==> src/hdl/ctrl_event_pkg.sv <==
package ctrl_event_pkg;

  //////////////////////////////////////////////////
  // Data bus limits
  //////////////////////////////////////////////////

  // Most data-bus transactions that may be in flight at once
  // The oldest-of-two selection in the tracker relies on this being 2
  localparam int unsigned MAX_OUTSTANDING = 2;

  // Width of the outstanding counter and of the retire counter
  // Two bits hold the values 0 to 2 for both of them
  localparam int unsigned CNT_W = 2;

  //////////////////////////////////////////////////
  // NMI limits
  //////////////////////////////////////////////////

  // Counted retirements after which a pending NMI is considered overdue
  // The faulting load or store may retire, plus one more instruction
  localparam int unsigned RETIRE_LIMIT = 2;

  //////////////////////////////////////////////////
  // Fence.i handshake states
  //////////////////////////////////////////////////

  // IDLE waits for a fence.i in writeback with an empty write buffer
  // REQ holds the flush request until it is acknowledged
  // DONE waits for the fence.i to leave writeback
  typedef enum logic [1:0] {
    FENCEI_IDLE = 2'b00,
    FENCEI_REQ  = 2'b01,
    FENCEI_DONE = 2'b10
  } fencei_state_e;

endpackage

==> src/hdl/ctrl_event_unit.sv <==
module ctrl_event_unit (
  input  logic                             clk,
  input  logic                             rst_n,
  // Data bus
  input  logic                             bus_req_i,
  input  logic                             bus_gnt_i,
  input  logic                             bus_we_i,
  input  logic                             bus_rvalid_i,
  input  logic                             bus_err_i,
  // Retirement and debug
  input  logic                             wb_valid_i,
  input  logic                             debug_mode_i,
  input  logic                             dcsr_step_i,
  input  logic                             dcsr_stepie_i,
  // NMI entry
  input  logic                             nmi_taken_i,
  // Fence.i
  input  logic                             fencei_in_wb_i,
  input  logic                             fencei_ready_i,
  input  logic                             fencei_flush_ack_i,
  // Status outputs
  output logic [ctrl_event_pkg::CNT_W-1:0] outstanding_cnt_o,
  output logic                             nmi_pending_o,
  output logic                             nmi_is_store_o,
  output logic                             nmi_overdue_o,
  output logic                             fencei_flush_req_o,
  output logic                             fencei_done_o
);

  // Write flag of the transaction answered by the current response
  logic oldest_is_write;

  // Pending NMI, also used to hold off a new flush
  logic nmi_pending;

  // Tracks in-flight bus transactions and their types
  obi_outstanding_tracker obi_outstanding_tracker_i (
    .clk               (clk),
    .rst_n             (rst_n),
    .bus_req_i         (bus_req_i),
    .bus_gnt_i         (bus_gnt_i),
    .bus_we_i          (bus_we_i),
    .bus_rvalid_i      (bus_rvalid_i),
    .outstanding_cnt_o (outstanding_cnt_o),
    .oldest_is_write_o (oldest_is_write)
  );

  // Turns the first bus error into a pending NMI and watches its deadline
  nmi_tracker nmi_tracker_i (
    .clk               (clk),
    .rst_n             (rst_n),
    .bus_rvalid_i      (bus_rvalid_i),
    .bus_err_i         (bus_err_i),
    .oldest_is_write_i (oldest_is_write),
    .nmi_taken_i       (nmi_taken_i),
    .wb_valid_i        (wb_valid_i),
    .debug_mode_i      (debug_mode_i),
    .dcsr_step_i       (dcsr_step_i),
    .dcsr_stepie_i     (dcsr_stepie_i),
    .nmi_pending_o     (nmi_pending),
    .nmi_is_store_o    (nmi_is_store_o),
    .nmi_overdue_o     (nmi_overdue_o)
  );

  // Flush request and acknowledge for fence.i
  fencei_handshake fencei_handshake_i (
    .clk                (clk),
    .rst_n              (rst_n),
    .fencei_in_wb_i     (fencei_in_wb_i),
    .fencei_ready_i     (fencei_ready_i),
    .nmi_pending_i      (nmi_pending),
    .fencei_flush_ack_i (fencei_flush_ack_i),
    .fencei_flush_req_o (fencei_flush_req_o),
    .fencei_done_o      (fencei_done_o)
  );

  assign nmi_pending_o = nmi_pending;

endmodule

==> src/hdl/fencei_handshake.sv <==
module fencei_handshake (
  input  logic clk,
  input  logic rst_n,
  input  logic fencei_in_wb_i,
  input  logic fencei_ready_i,
  input  logic nmi_pending_i,
  input  logic fencei_flush_ack_i,
  output logic fencei_flush_req_o,
  output logic fencei_done_o
);

  import ctrl_event_pkg::*;

  fencei_state_e state_q;
  fencei_state_e state_d;

  // Completion pulse, set by the cycle with request and acknowledge
  logic done_q;

  logic start_flush;
  logic req_and_ack;

  // A pending NMI wins over a new flush, the fence.i waits until it is taken
  assign start_flush = fencei_in_wb_i && fencei_ready_i && !nmi_pending_i;

  assign req_and_ack = (state_q == FENCEI_REQ) && fencei_flush_ack_i;

  //////////////////////////////////////////////////
  // Next state
  //////////////////////////////////////////////////

  always_comb begin
    state_d = state_q;
    case (state_q)
      FENCEI_IDLE: begin
        if (start_flush) begin
          state_d = FENCEI_REQ;
        end
      end
      FENCEI_REQ: begin
        // The request is held for as long as the acknowledge stays low
        if (fencei_flush_ack_i) begin
          state_d = FENCEI_DONE;
        end
      end
      FENCEI_DONE: begin
        // Wait here so the same fence.i does not start a second flush
        if (!fencei_in_wb_i) begin
          state_d = FENCEI_IDLE;
        end
      end
      default: begin
        state_d = FENCEI_IDLE;
      end
    endcase
  end

  //////////////////////////////////////////////////
  // State and completion registers
  //////////////////////////////////////////////////

  always_ff @(posedge clk, negedge rst_n) begin
    if (!rst_n) begin
      state_q <= FENCEI_IDLE;
      done_q  <= 1'b0;
    end else begin
      state_q <= state_d;
      done_q  <= req_and_ack;
    end
  end

  assign fencei_flush_req_o = (state_q == FENCEI_REQ);

  // High only in the first cycle of DONE
  assign fencei_done_o = done_q;

endmodule

==> src/hdl/nmi_tracker.sv <==
module nmi_tracker (
  input  logic clk,
  input  logic rst_n,
  input  logic bus_rvalid_i,
  input  logic bus_err_i,
  input  logic oldest_is_write_i,
  input  logic nmi_taken_i,
  input  logic wb_valid_i,
  input  logic debug_mode_i,
  input  logic dcsr_step_i,
  input  logic dcsr_stepie_i,
  output logic nmi_pending_o,
  output logic nmi_is_store_o,
  output logic nmi_overdue_o
);

  import ctrl_event_pkg::*;

  logic             nmi_pending_q;
  logic             nmi_is_store_q;
  logic [CNT_W-1:0] retire_cnt_q;

  logic bus_error;
  logic retire_counted;
  logic retire_at_limit;

  // An error is only valid together with rvalid
  assign bus_error = bus_rvalid_i && bus_err_i;

  // Retirements in debug mode do not count toward the NMI deadline
  // Neither do steps taken with interrupts masked, since the NMI cannot be taken then
  assign retire_counted = wb_valid_i && !debug_mode_i && !(dcsr_step_i && !dcsr_stepie_i);

  assign retire_at_limit = (retire_cnt_q == CNT_W'(RETIRE_LIMIT));

  //////////////////////////////////////////////////
  // Pending NMI latch
  //////////////////////////////////////////////////

  // Only the first bus error is kept, later ones are dropped until the NMI is taken
  // The store flag keeps its value after the NMI is taken
  always_ff @(posedge clk, negedge rst_n) begin
    if (!rst_n) begin
      nmi_pending_q  <= 1'b0;
      nmi_is_store_q <= 1'b0;
    end else begin
      if (bus_error && !nmi_pending_q) begin
        nmi_pending_q  <= 1'b1;
        nmi_is_store_q <= oldest_is_write_i;
      end else if (nmi_taken_i) begin
        nmi_pending_q <= 1'b0;
      end
    end
  end

  //////////////////////////////////////////////////
  // Retire counter
  //////////////////////////////////////////////////

  // Counting starts the cycle after the latch is set
  // The counter saturates at the limit and clears once the latch is gone
  always_ff @(posedge clk, negedge rst_n) begin
    if (!rst_n) begin
      retire_cnt_q <= '0;
    end else begin
      if (!nmi_pending_q) begin
        retire_cnt_q <= '0;
      end else if (retire_counted && !retire_at_limit) begin
        retire_cnt_q <= retire_cnt_q + CNT_W'(1);
      end
    end
  end

  assign nmi_pending_o  = nmi_pending_q;
  assign nmi_is_store_o = nmi_is_store_q;

  // Overdue as long as the count sits at the limit
  assign nmi_overdue_o = retire_at_limit;

endmodule

==> src/hdl/obi_outstanding_tracker.sv <==
module obi_outstanding_tracker (
  input  logic                             clk,
  input  logic                             rst_n,
  input  logic                             bus_req_i,
  input  logic                             bus_gnt_i,
  input  logic                             bus_we_i,
  input  logic                             bus_rvalid_i,
  output logic [ctrl_event_pkg::CNT_W-1:0] outstanding_cnt_o,
  output logic                             oldest_is_write_o
);

  import ctrl_event_pkg::*;

  // Number of accepted transactions that have not been answered yet
  logic [CNT_W-1:0] cnt_q;
  logic [CNT_W-1:0] cnt_d;

  // Write flags of the outstanding transactions
  // Slot 0 always holds the newest one, slot 1 the older one
  logic [1:0] we_q;
  logic [1:0] we_d;

  logic accept;
  logic resp;
  logic cnt_full;

  // A transaction is accepted when request and grant meet
  assign accept = bus_req_i && bus_gnt_i;

  // Responses come in order, so each rvalid answers the oldest entry
  assign resp = bus_rvalid_i;

  // Both slots are in use
  assign cnt_full = (cnt_q == CNT_W'(MAX_OUTSTANDING));

  //////////////////////////////////////////////////
  // Next count and next flags
  //////////////////////////////////////////////////

  always_comb begin
    cnt_d = cnt_q;
    we_d  = we_q;
    if (accept && !resp) begin
      // New transaction on top of the others, shift the older one out of slot 0
      cnt_d = cnt_q + CNT_W'(1);
      we_d  = {we_q[0], bus_we_i};
    end else if (!accept && resp) begin
      // Oldest entry answered
      // With two in flight the survivor already sits in slot 0
      cnt_d = cnt_q - CNT_W'(1);
    end else if (accept && resp) begin
      // Count stays, the new flag replaces the answered entry
      if (cnt_full) begin
        we_d = {we_q[0], bus_we_i};
      end else begin
        we_d = {we_q[1], bus_we_i};
      end
    end
  end

  //////////////////////////////////////////////////
  // Registers
  //////////////////////////////////////////////////

  always_ff @(posedge clk, negedge rst_n) begin
    if (!rst_n) begin
      cnt_q <= '0;
      we_q  <= '0;
    end else begin
      cnt_q <= cnt_d;
      we_q  <= we_d;
    end
  end

  assign outstanding_cnt_o = cnt_q;

  // Flag of the transaction that the current response answers
  // With one in flight it is the newest slot, with two it is the older slot
  assign oldest_is_write_o = cnt_full ? we_q[1] : we_q[0];

endmodule

==> config.mk <==
export PLATFORM = sky130hd
export DESIGN_NAME = ctrl_event_unit
export DESIGN_NICKNAME = d
export VERILOG_FILES = /design/src/hdl/ctrl_event_pkg.sv /design/src/hdl/ctrl_event_unit.sv /design/src/hdl/fencei_handshake.sv /design/src/hdl/nmi_tracker.sv /design/src/hdl/obi_outstanding_tracker.sv
export SDC_FILE = /design/constraint.sdc
export NUM_CORES = 1
export LEC_CHECK = 0
export ABC_CLOCK_PERIOD_IN_PS = 1600
export BUFFER_PORTS_ARGS = -buffer_cell sky130_fd_sc_hd__buf_2
export CORE_AREA = 2 2 39 41
export CTS_BUF_LIST = sky130_fd_sc_hd__clkbuf_8
export CTS_CLUSTER_SIZE = 16
export DETAILED_ROUTE_END_ITERATION = 8
export DIE_AREA = 0 0 41 43
export MAX_ROUTING_LAYER = met4
export PLACE_DENSITY = 0.73
export SYNTH_ARGS = -nofsm -noshare
export SYNTH_HDL_FRONTEND = slang
export SYNTH_SLANG_ARGS = --single-unit
==> constraint.sdc <==
create_clock -name clk -period 1.6 [get_ports clk]
set_input_delay 0.16 -clock clk [delete_from_list [all_inputs] [get_ports clk]]
set_output_delay 0.16 -clock clk [all_outputs]
set_load 0.01 [all_outputs]
After elaboration in Yosys (flattened, before gate mapping)

Cells that the tools add are included.

Add/sub/neg operators: 3
Equal/unequal tests: 9
Muxes and demuxes: 15
Reduce and logical (&&, ||, !) cells: 28

Operators by type and width:

| cell                                              | count |
|---|---|
| 2-to-1 mux 2 bit                                  | 11 |
| logical AND 1 bit                                 | 13 |
| nonzero test 2 bit                                | 4 |
| zero test 1 bit                                   | 7 |
| == test 2 bit (second input constant)             | 3 |
| != test 2 bit (second input constant)             | 3 |
| case mux 2 bit (3 select lines)                   | 1 |
| AND reduction 3 bit                               | 2 |
| adder 2 x 1 -> 2 bit (second input constant)      | 2 |
| != test 2 x 1 -> 1 bit (second input constant)    | 2 |
| 2-to-1 mux 1 bit                                  | 3 |
| == test 2 x 1 -> 1 bit (second input constant)    | 1 |
| zero test 2 bit                                   | 1 |
| AND reduction 2 bit                               | 1 |
| subtractor 2 x 1 -> 2 bit (second input constant) | 1 |

Register bits after elaboration: 11
Bits of input ports: 15
Output and inout port bits: 7
Logic and storage cells: 63

Depth between registers and ports, before layout

Word-level depth: 7
Depth in mapped cells: 6
Gate-level depth less buffers: 6

Modules after synthesis

From an unflattened synthesis, not the netlist that was laid out.

Cell total of the unflattened synthesis: 51
Area total of the unflattened synthesis: 593.1 um2

Modules (own cells, without submodules):

| module                  | instances | cells each | area each (um2) | seq. area each (um2) |
|---|---|---|---|---|
| obi_outstanding_tracker | 1         | 23         | 250.2           | 100.1 |
| nmi_tracker             | 1         | 18         | 216.5           | 100.1 |
| fencei_handshake        | 1         | 10         | 126.4           | 75.1 |

Least setup slack after synthesis

No wires, ideal clock.

Path type: register to register
Start point: register nmi_tracker_i.retire_cnt_q[0]
End point: register nmi_tracker_i.retire_cnt_q[0]
Setup time: 0.079 ns
Data arrival time: 1.132 ns
Required time: 1.521 ns
Setup slack: 0.388 ns
Cell stages (with the launch flop): 5
Buffers on the path: 0
Clock period less this slack: 1.212 ns
Cells stage by stage: dfrtp_1 inv_1 ha_1 nor4b_4 mux2i_1

Cells in the longest elaborated chain, start to end: 4
Elaborated cells between the ends (all ways): 7

Ends and longest elaborated chain:

| item                     | line                  | RTL |
|---|---|---|
| start: declaration       | nmi_tracker.sv:21     | `logic [CNT_W-1:0] retire_cnt_q;` |
| start signal: assignment | nmi_tracker.sv:69     | `retire_cnt_q <= retire_cnt_q + CNT_W'(1);` |
| == test 2 bit            | nmi_tracker.sv:34     | `assign retire_at_limit = (retire_cnt_q == CNT_W'(RETIRE_LIMIT));` |
| named net nmi_overdue_o  | ctrl_event_unit.sv:25 | `output logic nmi_overdue_o,` |
| zero test 1 bit          | nmi_tracker.sv:68     | `end else if (retire_counted && !retire_at_limit) begin` |
| logical AND 1 bit        | nmi_tracker.sv:68     |  |
| != test 2 bit (no line)  | -                     |  |

The timed path passes the listed nets, and every way through them passes these cells. The select of a mux whose other input is x is not followed.
A chain may end at the register's enable or synchronous reset.

Worst setup path after layout

Start point: register nmi_tracker_i.retire_cnt_q[0]
End point: register nmi_tracker_i.retire_cnt_q[0]

Cells in the longest elaborated chain, start to end: 4
Elaborated cells between the ends (all ways): 7

Ends and longest elaborated chain:

| item |
|---|
| parallel branches: the longest is 4 deep, another holds adder 2 x 1 -> 2 bit |

Parallel ways; which one is timed is not known. The select of a mux whose other input is x is not followed.

==> results.yml <==
route:
  drc: 0
  drt_first_pass_iters: 4
  ant_nets: 0
  vias: 457
  drt_wl_total_um: 982
  drtIter0Drc: 9
  viasPerCell: 4.76
  wl_per_cell_um: 10.2
placed_design:
  dpl_cell_area_um2: 712
  io_buffers: 21
  hpwl_um: 805
  place.gp.congestion: 0.723
global_route:
  grt_pass1_wl_um: 1680
  grt_usage: 0.144
  grt_pass1_vias: 417
  overflow: 0
  grt_antenna_before_repair: 0
  grt_start_max_net_pins: 12
timing:
  holdWs_ns: 0.0989
  setup_viol: 0
  hold_viol_final: 0
  rsz0062_at_grt: "false"
  max_slew_margin: 0.821
  min_period_ns: 1.24
  tightest_slew_ns: 0.268
  skew_ns: 0.00182
  period_share: 0.775
  maxSlewViolCount: 0
  setup_tns_ns: 0
  max_freq_mhz: 807
cts:
  hold_buffers: 1
  numCtsBuffers: 3
  cts_setup_buffers: 0
  clk_pin_slew_worst_paths_ns: 0.05
  cts_resized: 0
  cts_tree: "yes"
  cts_root_buf: "clkbuf_8"
  htreeDepth: 1
  clock_sinks: 11
  cts_buffer_depth: 2
  clk_latency_ns: 0.23
synthesis:
  synth_area_leaders: "dfrtp_1 47%, ha_1 8.5%, mux2i_1 5.1%"
  synthArstFlopShare: 1.00
  avgSynthCellArea_um2: 10.9
  synth_cells: 54
  synth_top_area_share: 0.469
  synth_edf_count: 0
  synth_top_cell_by_area: "dfrtp_1"
  synth-seq-cells: 11
  syn_nets: 73
  yosys-top-cells-count: "11 x dfrtp_1, 6 x inv_1, 6 x nand2_1, 6 x nor2_1, 4 x ha_1"
  yosysWarnings: 0
  ys_seq_area_frac: 0.469
  synth.most_common_cell: "dfrtp_1"
  synthFlopType: "dfrtp_1"
  syn-cell-area_um2: 587
  yosysUniqueCellTypes: 19
run:
  drv_cap: 0
floorplanning:
  die_area_um2: 1760
  die_h_um: 43
  start_util: 0.424
  core_um2: 1380
  io_pins: 22
  rows: 14
  die_w_um: 41
status:
  outcome: "completed"
finish:
  layout.area.seq_um2: 275
  n_antenna_cell: 0
  nFillCells: 123
  syn_to_final_growth_pct: 30.7
  multi_input_comb_area_um2: 289
  layout-drive-gt1-share: 0.363
  nets: 100
  final_core_util: 0.554
  stdcell_area_um2: 767
setup_path:
  cp_data_arrival_time_ns: 1.39
  critPathRequiredTime_ns: 1.75
  critPathBufInv: 1
  critPathSlowestCell: "dfrtp_1"
  worst-setup-path-type: "reg2reg"
  path_delay_family: "flip-flops"
  start_kind: "flop"
  crit_chain: "inv_1 -> ha_1 -> nor4b_4 -> mux2i_1"
  critPathCaptureType: "flop"
  reg2reg_setup_slack_ns: 0.36
  cp_max_fo: 2
  max_stage_delay_ns: 0.33
pwr:
  ir_drop_mv: 0.649
  power_density_nw_per_um2: 1210
  p_leak_nw: 0.404
min_path:
  hp-class: "in2reg"
layer usage:
metal,wire length [µm],vias to the layer above,track usage
li1,-,226,-
met1,388,216,0.178
met2,517,15,0.228
met3,76,0,0.0471
met4,0,0,0.0200
met5,0,-,-
worst reg2reg max path: stages, from the launching register on:
cell     delay (ns)
dfrtp_1        0.33
inv_1          0.05
ha_1           0.23
nor4b_4        0.32
mux2i_1        0.23
report_power, final:
part	switching [mW]	internal [mW]	total, mW
clock network	0.0961	0.168	0.264
logic	0.109	0.140	0.249
registers	0.0668	0.351	0.418
total	0.272	0.659	0.931
worst paths after layout:
check,startpoint,to,cells past startpoint
hold reg to reg,nmi_tracker_i.nmi_is_store_o,nmi_tracker_i.nmi_is_store_o,2
max in group asynchronous,rst_n,obi_outstanding_tracker_i.we_q[0],2
hold / removal,nmi_taken_i,nmi_tracker_i.nmi_pending_o,2
setup reg to reg,nmi_tracker_i.retire_cnt_q[0],nmi_tracker_i.retire_cnt_q[0],4
min in group asynchronous,rst_n,obi_outstanding_tracker_i.outstanding_cnt_o[0],2
setup / recovery,nmi_tracker_i.retire_cnt_q[0],nmi_tracker_i.retire_cnt_q[0],4
metrics by stage:
step                cells  total power [mW]  setup WS (ns)
floorplan              54             0.575          0.388
CTS                    96             0.945          0.325
global route           96             0.999          0.277
finish                 96             0.931          0.360
detailed placement     91             0.676          0.335
global placement       91             0.666          0.375
registers in the layout, summed over array words and instances, names as in the netlist:
| signal | flops |
|---|---|
| fencei_handshake_i.fencei_done_o | 1 |
| obi_outstanding_tracker_i.outstanding_cnt_o | 2 |
| fencei_handshake_i.state_q | 2 |
| nmi_tracker_i.retire_cnt_q | 2 |
| obi_outstanding_tracker_i.we_q | 2 |
| nmi_tracker_i.nmi_pending_o | 1 |
| nmi_tracker_i.nmi_is_store_o | 1 |
kinds of logic after synthesis:
group | count (synthesis) | share of synthesized area
and+or+nand+nor | 20 | 0.211
DFF | 11 | 0.469
buffers and inverters | 6 | 0.0384
AOI/OAI and AO/OA | 5 | 0.0554
muxes | 5 | 0.0959
adders and majority gates | 4 | 0.0853
xor gates and xnor gates | 3 | 0.0448
final cells by class:
| type | instances | share of cell area |
|---|---|---|
| clock inverter | 1 | 0.00489 |
| clock buffer | 3 | 0.0538 |
| inverter | 6 | 0.0294 |
| tap | 16 | 0.0261 |
| timing repair buffer | 22 | 0.150 |
| sequential | 11 | 0.359 |
| multi-input combinational | 37 | 0.377 |
cell usage in the layout (no fill, tap or decap), types with 2 or more instances in the layout:
cell / count
clkbuf_8: 3
inv_1: 7
mux2i_1: 3
xor2_1: 2
nand3b_1: 3
nand2_1: 6
buf_2: 21
dfrtp_1: 11
o21ai_0: 2
nor2_1: 6
nor2b_1: 2
ha_1: 4
Power figures use the tool's default switching activity.
